[src/rtl/rgb565_colors.svh]
`ifndef RGB565_COLORS_SVH
`define RGB565_COLORS_SVH

// RGB565 packing. Red in [15:11], green in [10:5], blue in [4:0].
// Needs pixel_t declared ahead of the include point.

localparam pixel_t COLOR_BLACK  = 16'h0000; // All channels off.
localparam pixel_t COLOR_GREEN  = 16'h07E0; // Full green only.
localparam pixel_t COLOR_YELLOW = 16'hFFE0; // Full red plus full green.

// Pink is 255/192/203 in 8-bit terms.
// Truncated to 31/48/25 per channel.
localparam pixel_t COLOR_PINK   = 16'hFE19;

`endif

[src/rtl/draw_pkg.sv]
package draw_pkg;

  //////////////////////////////
  // Widths with a meaning.
  //////////////////////////////
  typedef logic [23:0] addr_t;   // Bank(2) + row(13) + column(9).
  typedef logic [15:0] pixel_t;  // One RGB565 pixel.
  typedef logic [11:0] coord_t;  // Row, column or pixel count.
  typedef logic [6:0]  sample_t; // Sine sample, 0 to 127.

  // Named colours, built on pixel_t.
  `include "rgb565_colors.svh"

  // Points in one sine period.
  localparam int SINE_LEN = 120;

  // Host opcodes. Anything else gets dropped.
  typedef enum logic [3:0] {
    CMD_CLEAR = 4'd0,
    CMD_IMAGE = 4'd1,
    CMD_SINE  = 4'd2
  } draw_cmd_e;

  typedef enum logic {
    RUN_LINE = 1'b0, // Fixed step between pixels.
    RUN_SINE = 1'b1  // Row step plus sine offset.
  } run_kind_e;

  // One straight run of pixels, 78 bits.
  typedef struct packed {
    run_kind_e kind;
    addr_t     start; // Address of first pixel.
    addr_t     step;  // Added after each pixel.
    coord_t    count; // Pixels in the run, at least 1.
    pixel_t    color;
    logic      last;  // Final run of the command.
  } run_t;

  // One pixel write, 41 bits.
  typedef struct packed {
    addr_t  addr;
    pixel_t data;
    logic   last; // Final pixel of the command.
  } pix_t;

endpackage

[src/rtl/fb_write_port.sv]
`timescale 1ns/1ps

module fb_write_port (
  input  logic             clk,
  input  logic             rst_n,
  input  draw_pkg::pix_t   pix,
  input  logic             pix_valid,
  output logic             port_ready,
  output logic             wr_req,
  output draw_pkg::addr_t  wr_addr,
  output draw_pkg::pixel_t wr_data,
  input  logic             wr_done,
  output logic             draw_done
);
  import draw_pkg::*;

  typedef enum logic [1:0] {
    P_IDLE, // Ready for a pixel.
    P_REQ,  // Request held until done.
    P_GAP   // Request low, one cycle minimum.
  } port_state_e;

  port_state_e state;
  logic        last_q;    // Pixel in flight ends the command.
  logic        done_pend; // Last write just finished.

  assign port_ready = (state == P_IDLE);
  assign wr_req     = (state == P_REQ);

  //////////////////////////////
  // Handshake control.
  //////////////////////////////
  always_ff @(posedge clk or negedge rst_n) begin
    if (!rst_n) begin
      state     <= P_IDLE;
      last_q    <= 1'b0;
      done_pend <= 1'b0;
      draw_done <= 1'b0;
    end else begin
      done_pend <= (state == P_REQ) & wr_done & last_q;
      draw_done <= done_pend; // Two cycles after the last wr_done.
      case (state)
        P_IDLE:
          if (pix_valid) begin
            last_q <= pix.last;
            state  <= P_REQ;
          end
        P_REQ:
          if (wr_done)
            state <= P_GAP;
        P_GAP:
          state <= P_IDLE;
        default:
          state <= P_IDLE;
      endcase
    end
  end

  // Address and data stay put for the whole request.
  always_ff @(posedge clk) begin
    if (port_ready && pix_valid) begin
      wr_addr <= pix.addr;
      wr_data <= pix.data;
    end
  end

endmodule

[config.mk]
export PLATFORM = sky130hd
export DESIGN_NAME = fb_write_port
export DESIGN_NICKNAME = d
export VERILOG_FILES = /design/src/rtl/draw_pkg.sv /design/src/rtl/fb_write_port.sv
export VERILOG_INCLUDE_DIRS = /design/src /design/src/rtl
export SDC_FILE = /design/constraint.sdc
export NUM_CORES = 1
export LEC_CHECK = 0
export BUFFER_PORTS_ARGS = -buffer_cell sky130_fd_sc_hd__buf_4
export CORE_ASPECT_RATIO = 1.25
export CORE_MARGIN = 5
export CORE_UTILIZATION = 41
export DETAILED_ROUTE_END_ITERATION = 16
export MAX_ROUTING_LAYER = met4
export PLACE_DENSITY = 0.78
export SLEW_MARGIN = 10
export SYNTH_ARGS = -nofsm -noshare
export SYNTH_HDL_FRONTEND = slang
export SYNTH_SLANG_ARGS = --single-unit
[constraint.sdc]
create_clock -name clk -period 3.3 [get_ports clk]
set_clock_uncertainty 0.1 [all_clocks]
set_input_delay 0.99 -clock clk [delete_from_list [all_inputs] [get_ports clk]]
set_output_delay 0.99 -clock clk [all_outputs]
set_load 0.005 [all_outputs]
After elaboration in Yosys (flattened, before gate mapping)
Index checks and enable logic that the tools add are counted.
{ "totals": {"ff_bits": 45, "output_inout_bits": 43, "word_cells": 18} }
{ "op_classes": {"eq_ne": 3, "n_mux": 3, "n_bitwise": 2, "n_reduce_logical": 4} }
{ "ops": {"columns": ["operator", "n"], "rows": [
  ["$mux W2", 2],
  ["$pmux W2 S2", 1],
  ["$reduce_and A2 Y1", 2],
  ["$and A1 B1 Y1", 2],
  ["$eq A2 B1 Y1 const B", 1],
  ["$logic_not A2 Y1", 1],
  ["$ne A2 B1 Y1 const B", 1],
  ["$ne A2 B2 Y1 const B", 1],
  ["$logic_and A1 B1 Y1", 1]
]} }

Longest topological paths before layout
Gate-level depths: netlist (run 1).
{ "depth": {"depth_word": 3, "depth_mapped": 2} }

Worst setup path before layout (run 1)
No wires, ideal clock.
{ "synth_timing": {"kind": "input -> register", "startpoint": "input port pix_valid", "endpoint": "register last_q", "arrival_ns": 3.005, "required_ns": 3.073, "setup_slack_ns": 0.068, "cell_stages": 2, "n_path_buf": 0, "path_cell_list": "nor3b_2 mux2_1"} }
{ "synth_via": {"elab_chain_len": 1} }
{ "synth_lines": {"columns": ["item", "line", "source"], "rows": [
  ["start, declared", "fb_write_port.sv:7", "input logic pix_valid,"],
  ["$reduce_and A2 Y1 (no line)", null, null],
  ["end signal, assigned", "fb_write_port.sv:45", "last_q <= pix.last;"],
  ["end, declared", "fb_write_port.sv:24", "logic last_q;"]
]} }
Every way passes these cells.
A chain may end at the register's enable or synchronous reset.

Worst setup path in the final report (run 1)
{ "layout_timing": {"startpoint": "register state[0]", "endpoint": "output port wr_req"} }
{ "layout_via": {"elab_chain_len": 1} }
{ "layout_lines": {"columns": ["item", "line", "source"], "rows": [
  ["start, declared", "fb_write_port.sv:23", "port_state_e state;"],
  ["start signal, assigned", "fb_write_port.sv:35", "state <= P_IDLE;"],
  ["start signal, assigned", "fb_write_port.sv:46", "state <= P_REQ;"],
  ["start signal, assigned", "fb_write_port.sv:50", "state <= P_GAP;"],
  ["$eq A2 B1 Y1", "fb_write_port.sv:28", "assign wr_req = (state == P_REQ);"],
  ["end, declared", "fb_write_port.sv:9", "output logic wr_req,"]
]} }
Every way passes these cells.

==> qor.txt, run 1 <==
Post-Syn Area = 1390 sq um
DR top layer = met4
Slew @ Worst Pin = 548 ps
FP Rows = 23
Post-CTS Hold Buffers = 0
worst hold slack = 258 ps
core area = 3250 sq um
GRT Resource Usage Total = 13.1%
via density per instance = 4.48
GP Congestion = 0.634
flops & latches, synth = 45
DR WL met2 = 1690 um
RSZ-0062 raised after global routing = no
Congestion Overflow GR = 0
vias in the first global route = 939
CP Cell Sequence = nor2b_1 > buf_4
CTS root buffer = clkbuf_8
sequential share of the synthesized area = 95.2%
Slew headroom = 63.4%
fillers = 232
Iter 0 DRT Violations = 17
Cells after Synth = 54
status = finished clean
first-pass GRT wire length = 4310 um
critical path peak fanout = 6
reg2reg setup slack = 1520 ps
Initial Util = 42.8%
Die X = 62.1 um
Final Cycle Share = 64.8%
DIE HEIGHT = 75.2 um
Final ANT Viol Nets = 0
total power = 1420 uW
TritonCTS clock tree = yes
Worst setup SP type = register
maximum vdd drop = 0.000412 V
CP arrival = 1050 ps
H-tree Lvls = 2
Remaining DRCs = 0
Max clock buf depth = 2
CP Data Required Time = 2210 ps
Routed met1 length = 973 um
largest net degree at the start of global routing = 23
setup violators final = 0
met3 WL = 312 um
setup bufs post-CTS = 0
HP Class = register to register
clk_lat worst skew = 280 ps
max_cap viols = 0
Layout Nets = 195
antenna violations before repair = 0
# IOs = 88
synth unique cells = 10
final hold viol count = 0
Pwr Density = 630 nW/um^2
crit path kind = register to primary output
Resize count post-CTS = 0
Sink Count = 45
Pleak = 0.000967 uW
WL final = 2990 um
fin crit period = 2140 ps
die area = 4670 sq um
Ant. Diodes = 0
Max Fclk = 468 MHz
CP peak stage delay = 470 ps
Final HPWL DP = 2380 um
slowest CP cell = dfrtp_1
WL/cell = 15.9 um
layout cells sized above 1 = 64.9%
IO buf count = 87
clock slew at reported path FFs = 80 ps
Syn-to-layout area delta = 61.4%
non-filler cells, final = 188
crit path capture type = primary output
post-placement cell count = 180
Mapped Nets = 99
CTS Buf Count = 5
fin. max-slew vios = 0
Yosys Warn Count = 0
setup TNS = 0 ps
Syn Area/Cell = 25.8 sq um
Via Count = 842
drt first pass iters = 4
-- power by group --
part,internal (uW),leakage [uW],total [uW],switching (uW)
registers,712,0.000441,741,28.7
logic,124,0.000458,208,83.6
clock network,300,0.0000681,467,167
total,1140,0.000967,1420,279
-- worst max-delay path, delay by kind of cell (launching register included) --
kind,cells,cell delay (ps)
flip-flops,1,470
AND/OR/NAND/NOR,1,180
buffers and inverters,1,120
-- layout make-up --
type	count	area (sq um)	area share (%)
Sequential cell	45	1330	59.0
Multi-Input combinational cell	9	72.6	3.23
Clock inverter	3	65.1	2.90
Clock buffer	5	68.8	3.06
Timing Repair Buffer	89	668	29.7
Tap cell	37	46.3	2.06
-- final timing paths --
kind | start | end | depth (start not counted)
hold reg to reg | done_pend | draw_done | 0
setup / recovery | state[0] | wr_req | 2
hold / removal | done_pend | draw_done | 0
min in group asynchronous | rst_n | state[1] | 1
max in group asynchronous | rst_n | last_q | 1
setup reg to reg | state[1] | wr_addr[16] | 2
-- layout by cell type, fill, tap and decap left out, types with 2 or more instances in the layout --
master     count
buf_4         89
bufinv_16      2
clkbuf_8       5
dfrtp_1        5
edfxtp_1      40
nand2b_1       2
-- sequential cells by signal, summed over array words and instances (netlist names) --
name	cells
wr_addr	24
wr_data	16
state	2
done_pend	1
draw_done	1
last_q	1
-- kinds of logic after synthesis --
family | share of synthesized area (%)
flops | 95.2
mux | 0.809
simple gates | 3.59
compound gates | 0.359
-- stage by stage --
step | setup slack (ps) | util [%] | area (sq um)
floorplan | 67.8 | - | 1390
global placement | 959 | 65.0 | 2110
detailed placement | 917 | 65.0 | 2110
CTS | 1160 | 69.1 | 2250
global route | 1110 | 69.1 | 2250
finish | 1160 | 69.1 | 2250
-- cell usage after synthesis --
library cell / number / area share [%]
nor2b_1: 1 / 0.45
mux2_1: 1 / 0.81
dfrtp_1: 5 / 9.0
edfxtp_1: 40 / 86
nand2b_1: 2 / 0.90
nor2_1: 1 / 0.27
nor3b_2: 1 / 0.90
and2_1: 1 / 0.45
and3b_1: 1 / 0.63
a21oi_1: 1 / 0.36
-- routing by layer --
metal | vias to the layer above | global-route usage, %
met2 | 59 | 23.2
met5 | - | -
li1 | 398 | -
met4 | 0 | 7.95
met3 | 2 | 5.07
met1 | 383 | 11.8
(Power assumes the default switching activity.)
==> run 2, diff against run 1 <==
==> constraint.sdc (replaced) <==
create_clock -name clk -period 2.2 [get_ports clk]
set_clock_uncertainty 0.1 [all_clocks]
set_input_delay 0.66 -clock clk [delete_from_list [all_inputs] [get_ports clk]]
set_output_delay 0.66 -clock clk [all_outputs]
set_load 0.005 [all_outputs]
==> run 2 against run 1 <==
  * Global-route usage rose by 0.16 points
  * Count of clock-buffer cells in the layout rose by 2
  * First-iteration DRC count grew 12%
  * Non-clock buffer count increased by 1
  * Routed wire length fell by 0.63%
  * Largest power group unchanged
  * Cell area decreased by 1.6%
  * Power up 36%
  * Sequential power is 50% higher
  * Critical path depth unchanged
==> qor.txt, run 2 (synthesis gave the netlist of run 1 again) <==
Syn-to-layout area delta = 58.8%
RSZ-0062 raised after global routing = no
Max Fclk = 557 MHz
Resize count post-CTS = 0 (unchanged)
DIE HEIGHT = 75.2 um (unchanged)
clk_lat worst skew = 290 ps (about the same)
first-pass GRT wire length = 4350 um (+1.1%)
clock slew at reported path FFs = 70 ps (about the same)
maximum vdd drop = 0.000651 V (+58%)
Pwr Density = 871 nW/um^2 (+38%)
Slew @ Worst Pin = 219 ps (-329 ps)
via density per instance = 4.53 (+1.2%)
drt first pass iters = 4 (unchanged)
Worst setup SP type = register
critical path peak fanout = 6 (unchanged)
largest net degree at the start of global routing = 16 (-30%)
Remaining DRCs = 0 (unchanged)
final hold viol count = 0 (unchanged)
CP Data Required Time = 1440 ps (-770 ps)
IO buf count = 87 (unchanged)
GRT Resource Usage Total = 13.2% (+0.16 points)
Slew headroom = 85.4% (+22 points)
Layout Nets = 196 (+0.51%)
layout cells sized above 1 = 64.9% (unchanged)
CTS Buf Count = 5 (unchanged)
most common cell after layout, fill and taps aside = buf_4
setup violators final = 0 (unchanged)
commonest non-fill, non-tap cells in the layout = buf_4, edfxtp_1, clkbuf_8
Max clock buf depth = 2 (unchanged)
crit path capture type = primary output
Congestion Overflow GR = 0 (unchanged)
GP Congestion = 0.710 (+12%)
HP Class = primary input to async pin
vias in the first global route = 920 (-2.0%)
Die X = 62.1 um (unchanged)
Final HPWL DP = 2420 um (+2.0%)
reg2reg path depth = 3 (+1)
fin. max-slew vios = 0 (unchanged)
max reg flops = 24 (unchanged)
setup bufs post-CTS = 0 (unchanged)
fin crit period = 1790 ps
Biggest register = wr_addr
antenna violations before repair = 0 (unchanged)
Post-CTS Hold Buffers = 0 (unchanged)
Pleak = 0.000952 uW (-1.6%)
Iter 0 DRT Violations = 19 (+2)
Ant. Diodes = 0 (unchanged)
Sink Count = 45 (unchanged)
FP Rows = 23 (unchanged)
H-tree Lvls = 2 (unchanged)
Final ANT Viol Nets = 0 (unchanged)
# IOs = 88 (unchanged)
core area = 3250 sq um (unchanged)
CTS root buffer = clkbuf_8
Final Cycle Share = 81.6%
total power = 1930 uW (+36%)
Initial Util = 42.8% (unchanged)
setup TNS = 0 ps (unchanged)
crit path kind = register to primary output
TritonCTS clock tree = yes
CP arrival = 1030 ps (-20 ps)
max_cap viols = 0 (unchanged)
status = finished clean
WL final = 2980 um (-0.63%)
Via Count = 852 (+1.2%)
die area = 4670 sq um (unchanged)
biggest regs = wr_addr: 24 flops, wr_data: 16 flops, state: 2 flops
WL/cell = 15.8 um (-0.63%)
[run 2: cell count changes in the layout (fill, tap and decap cells not counted), sizes merged]
cell    change
clkinv      -1
clkbuf      +2
buf         +1
bufinv      -2
[run 2: power breakdown]
group	switching (uW)	internal (uW)	total [uW]
registers	44.4	1070	1110
clock network	238	249	487
logic	128	197	325
total	411	1510	1930
[run 2: per-layer routing]
layer  share of wire, %  track usage [%]
met5                  0                -
met4                1.3             5.78
met1                 32             12.2
met3                 10             7.16
met2                 56             22.7
[run 2: per-stage QoR]
stage                     worst slack [ps]  area (sq um)  hold WS, ps  util [%]  instances
after floorplan                       -155          1400          231         -         54
after global placement                 458          2120          239      65.3        181
after detailed placement               439          2120          249      65.3        181
after CTS                              402          2210         52.4      68.0        188
after global routing                   355          2210         36.9      68.0        188
final                                  405          2210         55.6      68.0        188
[run 2: worst max-delay path, cell delays in order, from the launching register on]
cell	delay, ps
dfrtp_1	450
nor2b_1	160
buf_4	140
[run 2: path summary, 6_finish.rpt]
check                           startpoint        end  slack (ps)
worst max register to register    state[1]     last_q         710
max in group asynchronous            rst_n  draw_done        1840
min in group clk                 done_pend  draw_done         260
worst max-delay path              state[0]     wr_req         410
worst min register to register   done_pend  draw_done         260
worst min-delay path                 rst_n   state[1]          60
[run 2: area by class of cell]
cell class                      instances  area (sq um)
Clock buffer                            7          86.3
Sequential cell                        45          1330
Timing Repair Buffer                   90           676
Fill cell                             230          1040
Tap cell                               37          46.3
Multi-Input combinational cell          9          76.3
