**src/rtl/rgb565_colors.svh**
```systemverilog
`ifndef RGB565_COLORS_SVH
`define RGB565_COLORS_SVH

// RGB565 packing. Red in [15:11], green in [10:5], blue in [4:0].
// Needs pixel_t declared ahead of the include point.

localparam pixel_t COLOR_BLACK  = 16'h0000; // All channels off.
localparam pixel_t COLOR_GREEN  = 16'h07E0; // Full green only.
localparam pixel_t COLOR_YELLOW = 16'hFFE0; // Full red plus full green.

// Pink is 255/192/203 in 8-bit terms.
// Truncated to 31/48/25 per channel.
localparam pixel_t COLOR_PINK   = 16'hFE19;

`endif

```
**src/rtl/draw_pkg.sv**
```systemverilog
package draw_pkg;

  //////////////////////////////
  // Widths with a meaning.
  //////////////////////////////
  typedef logic [23:0] addr_t;   // Bank(2) + row(13) + column(9).
  typedef logic [15:0] pixel_t;  // One RGB565 pixel.
  typedef logic [11:0] coord_t;  // Row, column or pixel count.
  typedef logic [6:0]  sample_t; // Sine sample, 0 to 127.

  // Named colours, built on pixel_t.
  `include "rgb565_colors.svh"

  // Points in one sine period.
  localparam int SINE_LEN = 120;

  // Host opcodes. Anything else gets dropped.
  typedef enum logic [3:0] {
    CMD_CLEAR = 4'd0,
    CMD_IMAGE = 4'd1,
    CMD_SINE  = 4'd2
  } draw_cmd_e;

  typedef enum logic {
    RUN_LINE = 1'b0, // Fixed step between pixels.
    RUN_SINE = 1'b1  // Row step plus sine offset.
  } run_kind_e;

  // One straight run of pixels, 78 bits.
  typedef struct packed {
    run_kind_e kind;
    addr_t     start; // Address of first pixel.
    addr_t     step;  // Added after each pixel.
    coord_t    count; // Pixels in the run, at least 1.
    pixel_t    color;
    logic      last;  // Final run of the command.
  } run_t;

  // One pixel write, 41 bits.
  typedef struct packed {
    addr_t  addr;
    pixel_t data;
    logic   last; // Final pixel of the command.
  } pix_t;

endpackage

```
**src/rtl/draw_cmd_decode.sv**
```systemverilog
`timescale 1ns/1ps

module draw_cmd_decode #(
  parameter int WIDTH  = 480,
  parameter int HEIGHT = 800,
  parameter int MARGIN = 10
) (
  input  logic                clk,
  input  logic                rst_n,
  input  logic                cmd_valid,
  input  draw_pkg::draw_cmd_e cmd,
  output draw_pkg::run_t      run,
  output logic                run_valid,
  input  logic                run_take,
  output logic                busy,
  input  logic                draw_done
);
  import draw_pkg::*;

  //////////////////////////////
  // Geometry of the runs.
  //////////////////////////////
  localparam addr_t  TOP_LEFT  = addr_t'(MARGIN * WIDTH + MARGIN);
  localparam addr_t  BOT_LEFT  = addr_t'((HEIGHT - 1 - MARGIN) * WIDTH + MARGIN);
  localparam addr_t  TOP_RIGHT = addr_t'(MARGIN * WIDTH + WIDTH - 1 - MARGIN);
  localparam addr_t  TOP_MID   = addr_t'(MARGIN * WIDTH + WIDTH / 2);
  localparam addr_t  ROW_STEP  = addr_t'(WIDTH);          // One row down.
  localparam coord_t HSPAN     = coord_t'(WIDTH - 2 * MARGIN);
  localparam coord_t VSPAN     = coord_t'(HEIGHT - 2 * MARGIN);
  localparam coord_t ROW_LEN   = coord_t'(WIDTH);
  localparam coord_t LAST_ROW  = coord_t'(HEIGHT - 1);

  logic      busy_r;    // Command in flight.
  logic      all_taken; // Last run already handed out.
  draw_cmd_e op;        // Latched opcode.
  coord_t    run_idx;   // Index of the run on offer.
  addr_t     row_base;  // Start of the current row for clear.
  logic      accept;

  // Drops at once with the done pulse.
  assign busy      = busy_r & ~draw_done;
  assign run_valid = busy_r & ~all_taken;
  assign accept    = cmd_valid & ~busy & (cmd inside {CMD_CLEAR, CMD_IMAGE, CMD_SINE});

  always_ff @(posedge clk or negedge rst_n) begin
    if (!rst_n) begin
      busy_r    <= 1'b0;
      all_taken <= 1'b0;
      op        <= CMD_CLEAR;
      run_idx   <= '0;
      row_base  <= '0;
    end else begin
      if (draw_done)
        busy_r <= 1'b0;
      if (accept) begin // Wins over the done clear.
        busy_r    <= 1'b1;
        all_taken <= 1'b0;
        op        <= cmd;
        run_idx   <= '0;
        row_base  <= '0;
      end else if (run_take) begin
        run_idx  <= run_idx + coord_t'(1);
        row_base <= row_base + ROW_STEP; // Only clear looks at it.
        if (run.last)
          all_taken <= 1'b1;
      end
    end
  end

  //////////////////////////////
  // Run descriptor on offer.
  //////////////////////////////
  always_comb begin
    run      = '0;
    run.kind = RUN_LINE;
    run.step = addr_t'(1);
    case (op)
      CMD_CLEAR: begin // One run per row in address order.
        run.start = row_base;
        run.count = ROW_LEN;
        run.color = COLOR_BLACK;
        run.last  = (run_idx == LAST_ROW);
      end
      CMD_IMAGE: begin
        run.step  = ROW_STEP; // Vertical unless overridden.
        run.count = VSPAN;
        run.color = COLOR_GREEN;
        case (run_idx)
          12'd0: begin // Top edge.
            run.start = TOP_LEFT;
            run.step  = addr_t'(1);
            run.count = HSPAN;
          end
          12'd1: begin // Bottom edge.
            run.start = BOT_LEFT;
            run.step  = addr_t'(1);
            run.count = HSPAN;
          end
          12'd2: run.start = TOP_LEFT;  // Left edge.
          12'd3: run.start = TOP_RIGHT; // Right edge.
          default: begin
            // Centre column drawn last so it sits on top.
            run.start = TOP_MID;
            run.color = COLOR_YELLOW;
            run.last  = 1'b1;
          end
        endcase
      end
      CMD_SINE: begin
        run.kind  = RUN_SINE;
        run.start = TOP_LEFT; // Row base of the first sample.
        run.step  = ROW_STEP;
        run.count = VSPAN;
        run.color = COLOR_PINK;
        run.last  = 1'b1;
      end
      default: ;
    endcase
  end

endmodule

```
**config.mk**
```make
export PLATFORM = sky130hd
export DESIGN_NAME = draw_cmd_decode
export DESIGN_NICKNAME = d
export VERILOG_FILES = /design/src/rtl/draw_pkg.sv /design/src/rtl/draw_cmd_decode.sv
export VERILOG_INCLUDE_DIRS = /design/src /design/src/rtl
export SDC_FILE = /design/constraint.sdc
export NUM_CORES = 1
export LEC_CHECK = 0
export BUFFER_PORTS_ARGS = -buffer_cell sky130_fd_sc_hd__buf_2
export CORE_MARGIN = 2
export CORE_UTILIZATION = 50
export DETAILED_ROUTE_END_ITERATION = 10
export PLACE_DENSITY = 0.88
export SYNTH_ARGS = -nofsm -noshare
export SYNTH_HDL_FRONTEND = slang
export SYNTH_SLANG_ARGS = --single-unit
```
**constraint.sdc**
```tcl
create_clock -name clk -period 3 [get_ports clk]
set_input_delay 0.3 -clock clk [delete_from_list [all_inputs] [get_ports clk]]
set_output_delay 0.3 -clock clk [all_outputs]
set_load 0.01 [all_outputs]
```
* After elaboration in Yosys (flattened, before gate mapping)
Index checks and enable logic that the tools add are counted.
** Storage, ports and cells
- Flip-flop bits (word level) :: 42
- Input bits :: 9
- Logic and storage cells :: 49
- Output and inout port bits :: 80
** Cells by class
- Reduce and logical (&&, ||, !) cells :: 11
- Muxes and demuxes :: 16
- Bitwise gates (word level) :: 7
- Eq/ne operators :: 8
- Add/sub/neg operators :: 2
** Operators by type and width (count)
- $pmux 29 s3 :: 1
- $pmux 24 s3 :: 1
- $pmux 19 s3 :: 1
- $mux 24 :: 2
- $add 24x9->24 const B :: 1
- $eq 12x2->1 const B :: 2
- $mux 12 :: 2
- $mux 21 :: 1
- $pmux 9 s2 :: 1
- $mux 17 :: 1
- $add 12x1->12 const B :: 1
- $eq 12x1->1 const B :: 1
- $eq 12x10->1 const B :: 1
- $logic_not 12->1 :: 1
- $eq 4x1->1 const B :: 2
- $eq 4x2->1 const B :: 2
- $logic_not 4->1 :: 2
- $mux 1 :: 6
- $reduce_bool 2->1 :: 3
- $and 1x1->1 :: 4
- $reduce_or 2->1 :: 2
- $reduce_or 4->1 :: 1
- $not 1->1 :: 3
- $reduce_bool 3->1 :: 1
- $reduce_and 2->1 :: 1

* Depth between registers and ports, before layout
Gate-level depths: netlist of run 1.
- Word-level depth :: 7
- Depth in mapped cells :: 7
- Mapped depth without buffers :: 6

* Worst setup path before layout of run 1
Ideal clock, no wire load.
- Path kind :: register to output
- From :: register run_idx[0]
- To :: output port run[13] (netlist name)
- Data required time :: 2.700 ns
- Arrival :: 1.781 ns
- Buffers on the path :: 1
- Cell stages (with the launch flop) :: 8
- Path slack :: 0.919 ns
- Path through :: dfrtp_1 -> inv_1 -> ha_1 -> or4_1 -> nand4_1 -> nand2_1 -> nand2_1 -> buf_4
** RTL lines
- from (decl) :: line draw_cmd_decode.sv:36 : coord_t run_idx;
- from (signal assigned) :: line draw_cmd_decode.sv:62 : run_idx <= run_idx + coord_t'(1);
- to (decl) :: line draw_cmd_decode.sv:12 : output draw_pkg::run_t run,

==> results.toml, run 1 <==
[pwr]
ir_worst_vdd_mv = 0.285
p_leak_uw = 0.00154
p_per_area_nw_per_um2 = 716
p_total_uw = 2070

[worst_setup_path]
cp-startpoint = "op[1]$_DFFE_PN0P_"
slowest_delay_ns = 0.49
required_ns = 2.70
cp_slowest_cell = "o21ai_1"
r2r-start = "run_idx[0]$_DFFE_PN0P_"
cp.buffers_inverters = 2
worstSetupEndpointType = "primary output"
start_kind = "flop"
path_cells = "nor4b_4, buf_4, nand4_1, o21ai_1, a221o_1, buf_2"
crit_fanout = 16
worstPathArrival_ns = 2.20
ff2ff_setup_slack_ns = 1.15
crit_family = "compound AO/OA/AOI/OAI gates"
path_class = "flop to primary output"

[sta]
maxSlewViolCount = 0
setup_violations = 0
tightest_slew_ns = 0.828
max-slew-margin-rel = 0.448
hold_viol = 0
clock.fmax_mhz = 400
fin_skew_ns = 0.00748
fin_crit_sh = 0.833
hold-worst-slack_ns = 0.106
fin_ws_ns = 0.501
fin_crit_ns = 2.50
grt_setup_unrepaired = "no"
finalSetupTns_ns = 0

[finish]
finalNonFillerCells = 416
nFillCells = 454
fin_nets = 359
regArea_um2 = 926
syn2layout_area_growth_pct = 7.20
diodes = 0
layout-drive-gt1-share = 0.251
multiInputGateArea_um2 = 1440

[run]
maxCapViolations = 0

[global_route]
grt_antenna_before_repair = 0
grt_pass1_wl_mm = 9.29
grt_overflow_total = 0
grt_pass1_vias = 1964
grt_max_degree = 38
grt.total_usage = 0.193

[route]
first_iter_violations = 167
drc_errors = 0
drt_first_pass_iters = 4
routed_wl_mm = 5.68
wl_per_cell_um = 13.6
vias = 2178
vias_per_cell = 5.24
drtAntennaViolNets = 0

[floorplan]
die_w_um = 77.4
die_height_um = 77.4
start_util = 0.524
fp-row-count = 26
die_area_um2 = 5990
core_um2 = 5140
ios = 89

[placement]
place_worst_setup_slack_ns = 0.859
dp_cells = 408
portBuffers = 62
dp_hpwl_mm = 4.22
gp_congestion = 0.810

[yosys]
syn-mean-instance-area_um2 = 8.80
ys_seq_elements = 37
synth_edf_count = 0
synth_area_um2 = 2690
yosysWarningCount = 0
synth-seq-area-share = 0.344
syn_inst = 306
ys_top_cells_by_area = "dfrtp_1 (34%), buf_4 (13%), nand2_1 (5.6%)"
synth_top_area_share = 0.344
yosysTopAreaCell = "dfrtp_1"
synthDistinctLibCells = 53
synth_ff_type = "dfrtp_1"
async_flop_share = 1.00

[cts]
clk_pin_slew_ns = 0.08
ctsResizeCount = 0
cts.sinks = 37
clk_latency_ns = 0.29
hold_buffers = 0
cts_root_buf = "clkbuf_8"
cts_made_buffers = 5
post_cts_buffers = 0
cts_tree = "done"
cts_max_level = 2
clockBufferDepth = 2

[hold_path]
min_path_type = "primary input to asynchronous set/reset pin"

[status]
status = "completed"
-- final timing paths --
path,endpoint,depth (start not counted)
worst max-delay path,run[62],6
max in group asynchronous,busy_r$_DFFE_PN0P_,1
worst min-delay path,row_base[13]$_DFFE_PN0P_,1
min in group clk,op[0]$_DFFE_PN0P_,3
worst min register to register,all_taken$_DFFE_PN0P_,2
worst max register to register,all_taken$_DFFE_PN0P_,6
-- cells by family after synthesis --
group | Yosys count | synth area share
fa+ha+maj | 5 | 0.0232
simple gates | 148 | 0.320
xor+xnor | 18 | 0.0585
mux | 7 | 0.0265
other cells | 1 | 0.00139
flops | 37 | 0.344
compound gates | 26 | 0.0669
buf+inv | 64 | 0.160
-- layer usage --
metal / track usage / up-vias / part of all wire
li1: - / 1051 / -
met1: 0.242 / 1038 / 0.44
met2: 0.326 / 80 / 0.49
met3: 0.0384 / 9 / 0.050
met4: 0.0821 / 0 / 0.020
met5: 0 / - / 0
-- layout by cell type, fill, tap and decap left out, drive strengths merged, types with 8 or more instances in the layout --
cell and n:
buf 64, nor2 21, conb 26, nor3 8, nand3 13, and3 9
dfrtp 37, o21ai 8, xor2 12, nand2 41, and2 13, nand4 10
-- metrics by stage --
stage / util / area [um2]
2_1_floorplan: - / 2790
3_3_place_gp: 0.546 / 2800
3_5_place_dp: 0.546 / 2800
4_1_cts: 0.562 / 2890
5_1_grt: 0.562 / 2890
6_report: 0.562 / 2890
-- final cells by class --
cell class / instances / share of cell area
repair buffers: 64 / 0.113
clock buffers: 6 / 0.0251
multi-input cells: 230 / 0.498
inverters: 7 / 0.00910
flip-flops and latches: 37 / 0.321
clock inverters: 2 / 0.00347
well taps: 70 / 0.0303
-- power by group --
| group | switching [uW] | internal [uW] | total [uW] |
|---|---|---|---|
| Sequential | 150 | 600 | 750 |
| Combinational | 572 | 407 | 979 |
| Clock | 176 | 161 | 337 |
| Total | 897 | 1170 | 2070 |
-- registers in the layout, indices dropped and copies added (netlist names) --
signal,flops
all_taken,1
run_idx,12
busy_r,1
op,4
row_base,19
-- synthesized netlist by cell type, types with 2 or more instances --
| cell type | count |
|---|---|
| nand2_1 | 40 |
| xor2_1 | 12 |
| o31ai_1 | 2 |
| buf_4 | 46 |
| ha_1 | 5 |
| nand4b_1 | 3 |
| inv_1 | 7 |
| xnor2_1 | 6 |
| buf_2 | 8 |
| nor2_1 | 21 |
| and2_1 | 13 |
| mux2i_1 | 6 |
| o21ai_1 | 2 |
| nor3_1 | 6 |
| or4_1 | 3 |
| and4_1 | 3 |
| a21oi_1 | 7 |
| a21o_1 | 3 |
| o21ai_0 | 6 |
| nor4b_1 | 2 |
| nor3_2 | 2 |
| dfrtp_1 | 37 |
| nand3_1 | 13 |
| and3_1 | 8 |
| nand4_1 | 9 |
| nand2b_1 | 5 |
| or3_1 | 5 |
Power figures use the tool's default switching activity.
==> run 2: changes to the inputs <==
--- a/config.mk
+++ b/config.mk
@@ -6,11 +6,12 @@
 export SDC_FILE = /design/constraint.sdc
 export NUM_CORES = 1
 export LEC_CHECK = 0
+export ABC_AREA = 1
 export BUFFER_PORTS_ARGS = -buffer_cell sky130_fd_sc_hd__buf_2
 export CORE_MARGIN = 2
-export CORE_UTILIZATION = 50
+export CORE_UTILIZATION = 47
 export DETAILED_ROUTE_END_ITERATION = 10
-export PLACE_DENSITY = 0.88
+export PLACE_DENSITY = 0.86
 export SYNTH_ARGS = -nofsm -noshare
 export SYNTH_HDL_FRONTEND = slang
 export SYNTH_SLANG_ARGS = --single-unit
==> constraint.sdc (replaced) <==
create_clock -name clk -period 2.2 [get_ports clk]
set_input_delay 0.22 -clock clk [delete_from_list [all_inputs] [get_ports clk]]
set_output_delay 0.22 -clock clk [all_outputs]
set_load 0.01 [all_outputs]
==> run 2 against run 1 <==
  * Register-to-register slack got worse by 0.69 ns
  * Combinational power rose by 61%
  * Setup slack got worse by 0.42 ns
  * Largest power group unchanged
  * Final cell count rose by 27%
  * Core utilization fell by 2.7 points
  * Largest cell class unchanged
==> results.toml, run 2 <==
[worst_setup_path]
ff2ff_setup_slack_ns = 0.46
crit_fanout = 5
worstPathArrival_ns = 1.90
rr_worst_depth = 8
path_class = "flop to primary output"
worstSetupEndpointType = "primary output"
r2r_end = "row_base[13]$_DFFE_PN0P_"
start_kind = "flop"
r2r-start = "row_base[5]$_DFFE_PN0P_"
required_ns = 1.98

[sta]
tightest_slew_ns = 0.868
clock.fmax_mhz = 473
setup_violations = 0
fin_crit_sh = 0.962
max-slew-margin-rel = 0.421
fin_crit_ns = 2.12
finalSetupTns_ns = 0
hold_viol = 0
maxSlewViolCount = 0
hold-worst-slack_ns = 0.0278
grt_setup_unrepaired = "no"
fin_skew_ns = 0.00868

[route]
routed_wl_mm = 7.41
drtAntennaViolNets = 0
vias = 2834
first_iter_violations = 160
wl_per_cell_um = 14.0
vias_per_cell = 5.37
drc_errors = 0
drt_first_pass_iters = 5

[finish]
largest_reg_flops = 19
regMostFlops = "row_base"
nFillCells = 564
fin_nets = 466
diodes = 0
final_cell_mix = "nand2_1 (67), buf_2 (62), inv_1 (50)"
largestRegisters = "row_base: 19 flops, run_idx: 12 flops, op: 4 flops"
multiInputGateArea_um2 = 1530
layout-drive-gt1-share = 0.256
regArea_um2 = 926
syn2layout_area_growth_pct = 8.61
layout_commonest_cell = "nand2_1"

[floorplan]
die_height_um = 83.2
fp-row-count = 28
die_area_um2 = 6930
die_w_um = 83.2
ios = 89
start_util = 0.492
core_um2 = 5990

[yosys]
synth_edf_count = 0
synth_common_cells = "nand2_1 (68), inv_1 (52), buf_4 (46)"
yosysMostFrequentCell = "nand2_1"
async_flop_share = 1.00
yosysWarningCount = 0
synth_top_area_share = 0.314
syn-mean-instance-area_um2 = 7.25
yosysTopAreaCell = "dfrtp_1"
synth-seq-area-share = 0.314
synth_ff_type = "dfrtp_1"
ys_seq_elements = 37
synth_area_um2 = 2950
syn_inst = 407
ys_top_cells_by_area = "dfrtp_1 (31%), buf_4 (12%), nand2_1 (8.7%)"
synthDistinctLibCells = 39

[global_route]
grt_pass1_vias = 2610
grt_pass1_wl_mm = 12.1
grt_max_degree = 38
grt_antenna_before_repair = 0
grt_overflow_total = 0
grt.total_usage = 0.209

[placement]
dp_hpwl_mm = 5.51
portBuffers = 62
gp_congestion = 0.938

[cts]
hold_buffers = 0
clk_latency_ns = 0.29
cts_tree = "done"
cts_max_level = 2
cts.sinks = 37
clk_pin_slew_ns = 0.08
cts_made_buffers = 5
clockBufferDepth = 2
cts_root_buf = "clkbuf_8"

[run]
maxCapViolations = 0

[pwr]
ir_worst_vdd_mv = 0.557
p_leak_uw = 0.00167
p_per_area_nw_per_um2 = 960

[status]
status = "completed"

[hold_path]
min_path_type = "primary input to asynchronous set/reset pin"
## run 2: cell types whose count changed after synthesis, sizes merged, moves of 8 or more
| cell | change |
|---|---|
| inv | +51 |
| and2 | -13 |
| o21ai | +22 |
| nand2 | +31 |
| and3 | -8 |
| nor3 | +11 |
| nor2 | +27 |
| nand3 | +23 |
## run 2: area by class of cell
| type | count | share of cell area |
|---|---|---|
| sequential | 37 | 0.289 |
| clock inverter | 3 | 0.00547 |
| tap | 75 | 0.0293 |
| multi-input combinational | 282 | 0.476 |
| inverter | 58 | 0.0679 |
| clock buffer | 5 | 0.0215 |
| timing repair buffer | 68 | 0.111 |
## run 2: per-layer routing
layer	up-vias	global-route usage	part of all wire
li1	1328	-	-
met1	1377	0.253	0.40
met2	123	0.369	0.53
met3	6	0.0358	0.068
met4	0	0.0835	0.0069
met5	-	0	0
## run 2: metrics by stage
step | instances | util | total power, uW | area [um2] | setup slack (ns)
after floorplan | 432 | - | 2180 | 3040 | 0.358
after global placement | 516 | 0.511 | 2430 | 3060 | 0.353
after detailed placement | 516 | 0.511 | 2490 | 3060 | 0.247
after CTS | 525 | 0.527 | 2990 | 3160 | 0.0235
after global routing | 528 | 0.535 | 3270 | 3200 | 0.00495
final | 528 | 0.535 | 3070 | 3200 | 0.0839
## run 2: report_power, final
| part | switching, uW | leakage [uW] | total (uW) | internal (uW) |
|---|---|---|---|---|
| logic | 1010 | 0.00114 | 1580 | 566 |
| clock network | 269 | 0.0000439 | 488 | 219 |
| registers | 191 | 0.000486 | 1010 | 821 |
| total | 1470 | 0.00167 | 3070 | 1610 |
## run 2: repair_timing
action,4_1_cts,5_1_grt
buffers inserted,1,3
setup endpoints to repair,8,15
pin swaps,0,1
gates resized for setup,2,8
## run 2: critical path, stage by stage (launching register included)
cell and delay (ns):
dfrtp_1 0.38, inv_2 0.08, ha_2 0.20, or2_4 0.26, o21ai_4 0.17, nand3_1 0.11, nand2_1 0.12, o21ai_0 0.11
buf_2 0.16
## run 2: worst max path at each step
stage | slack, ns | cells after the start | from | to
6_report | 0.08 | 8 | run_idx[0]$_DFFE_PN0P_ | run[65]
5_1_grt | 0.005 | 7 | run_idx[1]$_DFFE_PN0P_ | run[63]
4_1_cts | 0.02 | 8 | run_idx[0]$_DFFE_PN0P_ | run[65]
3_5_place_dp | 0.25 | 7 | run_idx[0]$_DFFE_PN0P_ | run[16]
3_3_place_gp | 0.35 | 7 | run_idx[0]$_DFFE_PN0P_ | run[15]
2_1_floorplan | 0.36 | 8 | op[2]$_DFFE_PN0P_ | run[35]
## run 2: cells by family (layout without fill, tap and decap cells)
group / count (synthesis) / after routing / synth area share
compound gates: 45 / 45 / 0.0903
xor+xnor: 12 / 12 / 0.0356
fa+ha+maj: 5 / 5 / 0.0212
buf+inv: 113 / 134 / 0.210
flops: 37 / 37 / 0.314
other cells: 1 / 26 / 0.00127
simple gates: 194 / 194 / 0.328
==> run 3: changes to the inputs <==
--- a/config.mk
+++ b/config.mk
@@ -9,9 +9,9 @@
 export ABC_AREA = 1
 export BUFFER_PORTS_ARGS = -buffer_cell sky130_fd_sc_hd__buf_2
 export CORE_MARGIN = 2
-export CORE_UTILIZATION = 47
+export CORE_UTILIZATION = 35
 export DETAILED_ROUTE_END_ITERATION = 10
-export PLACE_DENSITY = 0.86
+export PLACE_DENSITY = 0.69
 export SYNTH_ARGS = -nofsm -noshare
 export SYNTH_HDL_FRONTEND = slang
 export SYNTH_SLANG_ARGS = --single-unit
==> run 3 against run 2 <==
  * Count of clock-buffer cells in the layout increased by 2
  * Clock power rose by 2%
  * Setup slack got worse by 0.047 ns
  * Maximum frequency is 2.2% lower
  * First-iteration DRC count increased by 3.8%
  * Largest power group unchanged
==> results.toml, run 3 (synthesized netlist as in run 2, its figures left out) <==
[sta]
fin_skew_ns = 0.00718
hold-worst-slack_ns = 0.0402
fin_crit_sh = 0.983
clock.fmax_mhz = 462
tightest_slew_ns = 0.878
fin_ws_ns = 0.0370
grt_setup_unrepaired = "yes"
setup_violations = 0
finalSetupTns_ns = 0
fin_crit_ns = 2.16
hold_viol = 0
max-slew-margin-rel = 0.415
maxSlewViolCount = 0

[cts]
clk_pin_slew_ns = 0.08
cts_made_buffers = 5
clk_latency_ns = 0.29
cts_root_buf = "clkbuf_8"
hold_buffers = 0
cts_max_level = 2
cts_tree = "done"
clockBufferDepth = 2
cts.sinks = 37

[finish]
final_cell_mix = "nand2_1 (67), buf_2 (62), inv_1 (51)"
fin_nets = 468
diodes = 0
regMostFlops = "row_base"
layout_commonest_cell = "nand2_1"
layout-drive-gt1-share = 0.249
largestRegisters = "row_base: 19 flops, run_idx: 12 flops, op: 4 flops"
largest_reg_flops = 19
syn2layout_area_growth_pct = 9.84
final_core_utilization = 0.396

[route]
vias_per_cell = 4.92
drc_errors = 0
drt_first_pass_iters = 4
routed_wl_mm = 7.49
wl_per_cell_um = 13.4
first_iter_violations = 166
drtAntennaViolNets = 0
vias = 2749

[global_route]
grt_pass1_vias = 2589
grt_antenna_before_repair = 0
grt_overflow_total = 0
grt.total_usage = 0.169
grt_pass1_wl_mm = 12.1
grt_max_degree = 38

[worst_setup_path]
rr_worst_depth = 8
r2r-start = "run_idx[0]$_DFFE_PN0P_"
cp_slowest_cell = "dfrtp_1"
r2r_end = "all_taken$_DFFE_PN0P_"
ff2ff_setup_slack_ns = 0.44
worstPathArrival_ns = 1.94
slowest_delay_ns = 0.37
worstSetupEndpointType = "primary output"
start_kind = "flop"
path_class = "flop to primary output"
crit_family = "simple AND/OR/NAND/NOR gates"
cp.buffers_inverters = 2
crit_fanout = 5
required_ns = 1.98
path_cells = "inv_1, ha_1, or2_2, o21ai_2, nand3_1, nand2_1, o21ai_0, buf_2"

[pwr]
p_total_uw = 3030
power_frac_comb = 0.503
switchingPower_uw = 1410
p_per_area_nw_per_um2 = 935
switching_share = 0.466
p_leak_uw = 0.00169
ir_worst_vdd_mv = 0.543
sequentialPowerShare = 0.333
internal-power_uw = 1620
clock_power_share = 0.164

[run]
maxCapViolations = 0

[status]
status = "completed"

[floorplan]
fp-row-count = 33
die_area_um2 = 9180
die_w_um = 95.8
die_height_um = 95.8
start_util = 0.361
ios = 89
core_um2 = 8180

[hold_path]
min_path_type = "primary input to asynchronous set/reset pin"

[placement]
gp_congestion = 0.914
portBuffers = 62
dp_hpwl_mm = 5.55
place_worst_setup_slack_ns = 0.307
run 3: changes by cell type in the layout (fill, tap and decap cells not counted), sizes merged:
cell      previous run  this run
buf                 68        70
clkbuf               5         7
clkinvlp             1         0
clkinv               2         0
run 3: how the worst max path moves through the flow:
stage	from	end	slack, ns	cells after the start
2_1_floorplan	op[2]$_DFFE_PN0P_	run[35]	0.36	8
3_3_place_gp	run_idx[0]$_DFFE_PN0P_	run[15]	0.37	7
3_5_place_dp	run_idx[0]$_DFFE_PN0P_	run[14]	0.31	7
4_1_cts	run_idx[1]$_DFFE_PN0P_	run[65]	0.03	8
5_1_grt	run_idx[0]$_DFFE_PN0P_	run[65]	-0.05	8
6_report	run_idx[0]$_DFFE_PN0P_	run[65]	0.04	8
run 3: through the flow:
step                      instance area, um2  std cells
final                                   3240        559
after floorplan                         3040        432
after global routing                    3240        559
after CTS                               3210        556
after global placement                  3110        548
after detailed placement                3110        548
run 3: area by class of cell:
| cell class | instances | area (um2) |
|---|---|---|
| inverter | 58 | 218 |
| clock buffer | 7 | 86.3 |
| sequential | 37 | 926 |
| timing repair buffer | 70 | 370 |
| multi-input combinational | 282 | 1510 |
| tap | 105 | 131 |
| fill | 854 | 4930 |
run 3: timing repair:
action,in CTS,in global routing
setup buffers,1,3
setup endpoints to repair,6,18
resized for setup,1,4
pin swaps,0,1
run 3: worst register-to-register path: cells and delay by family, from the launching register on:
| family | cells | cell delay [ns] |
|---|---|---|
| and+or+nand+nor | 4 | 0.64 |
| DFF | 1 | 0.37 |
| AOI/OAI and AO/OA | 2 | 0.30 |
| adders and majority gates | 1 | 0.26 |
| buffers and inverters | 1 | 0.13 |
run 3: power by group through the flow:
| stage | sequential (uW) | clock (uW) | combinational (uW) |
|---|---|---|---|
| after floorplan | 942 | 0 | 1240 |
| after global placement | 1000 | 0 | 1470 |
| after detailed placement | 1010 | 0 | 1490 |
| after CTS | 997 | 509 | 1510 |
| after global routing | 1030 | 535 | 1710 |
| final | 1010 | 497 | 1520 |
run 3: per-layer routing:
| metal | global-route usage | routed length, um |
|---|---|---|
| met1 | 0.210 | 3170 |
| met2 | 0.290 | 3670 |
| met5 | 0 | 0 |
| met3 | 0.0305 | 517 |
| met4 | 0.0631 | 130 |
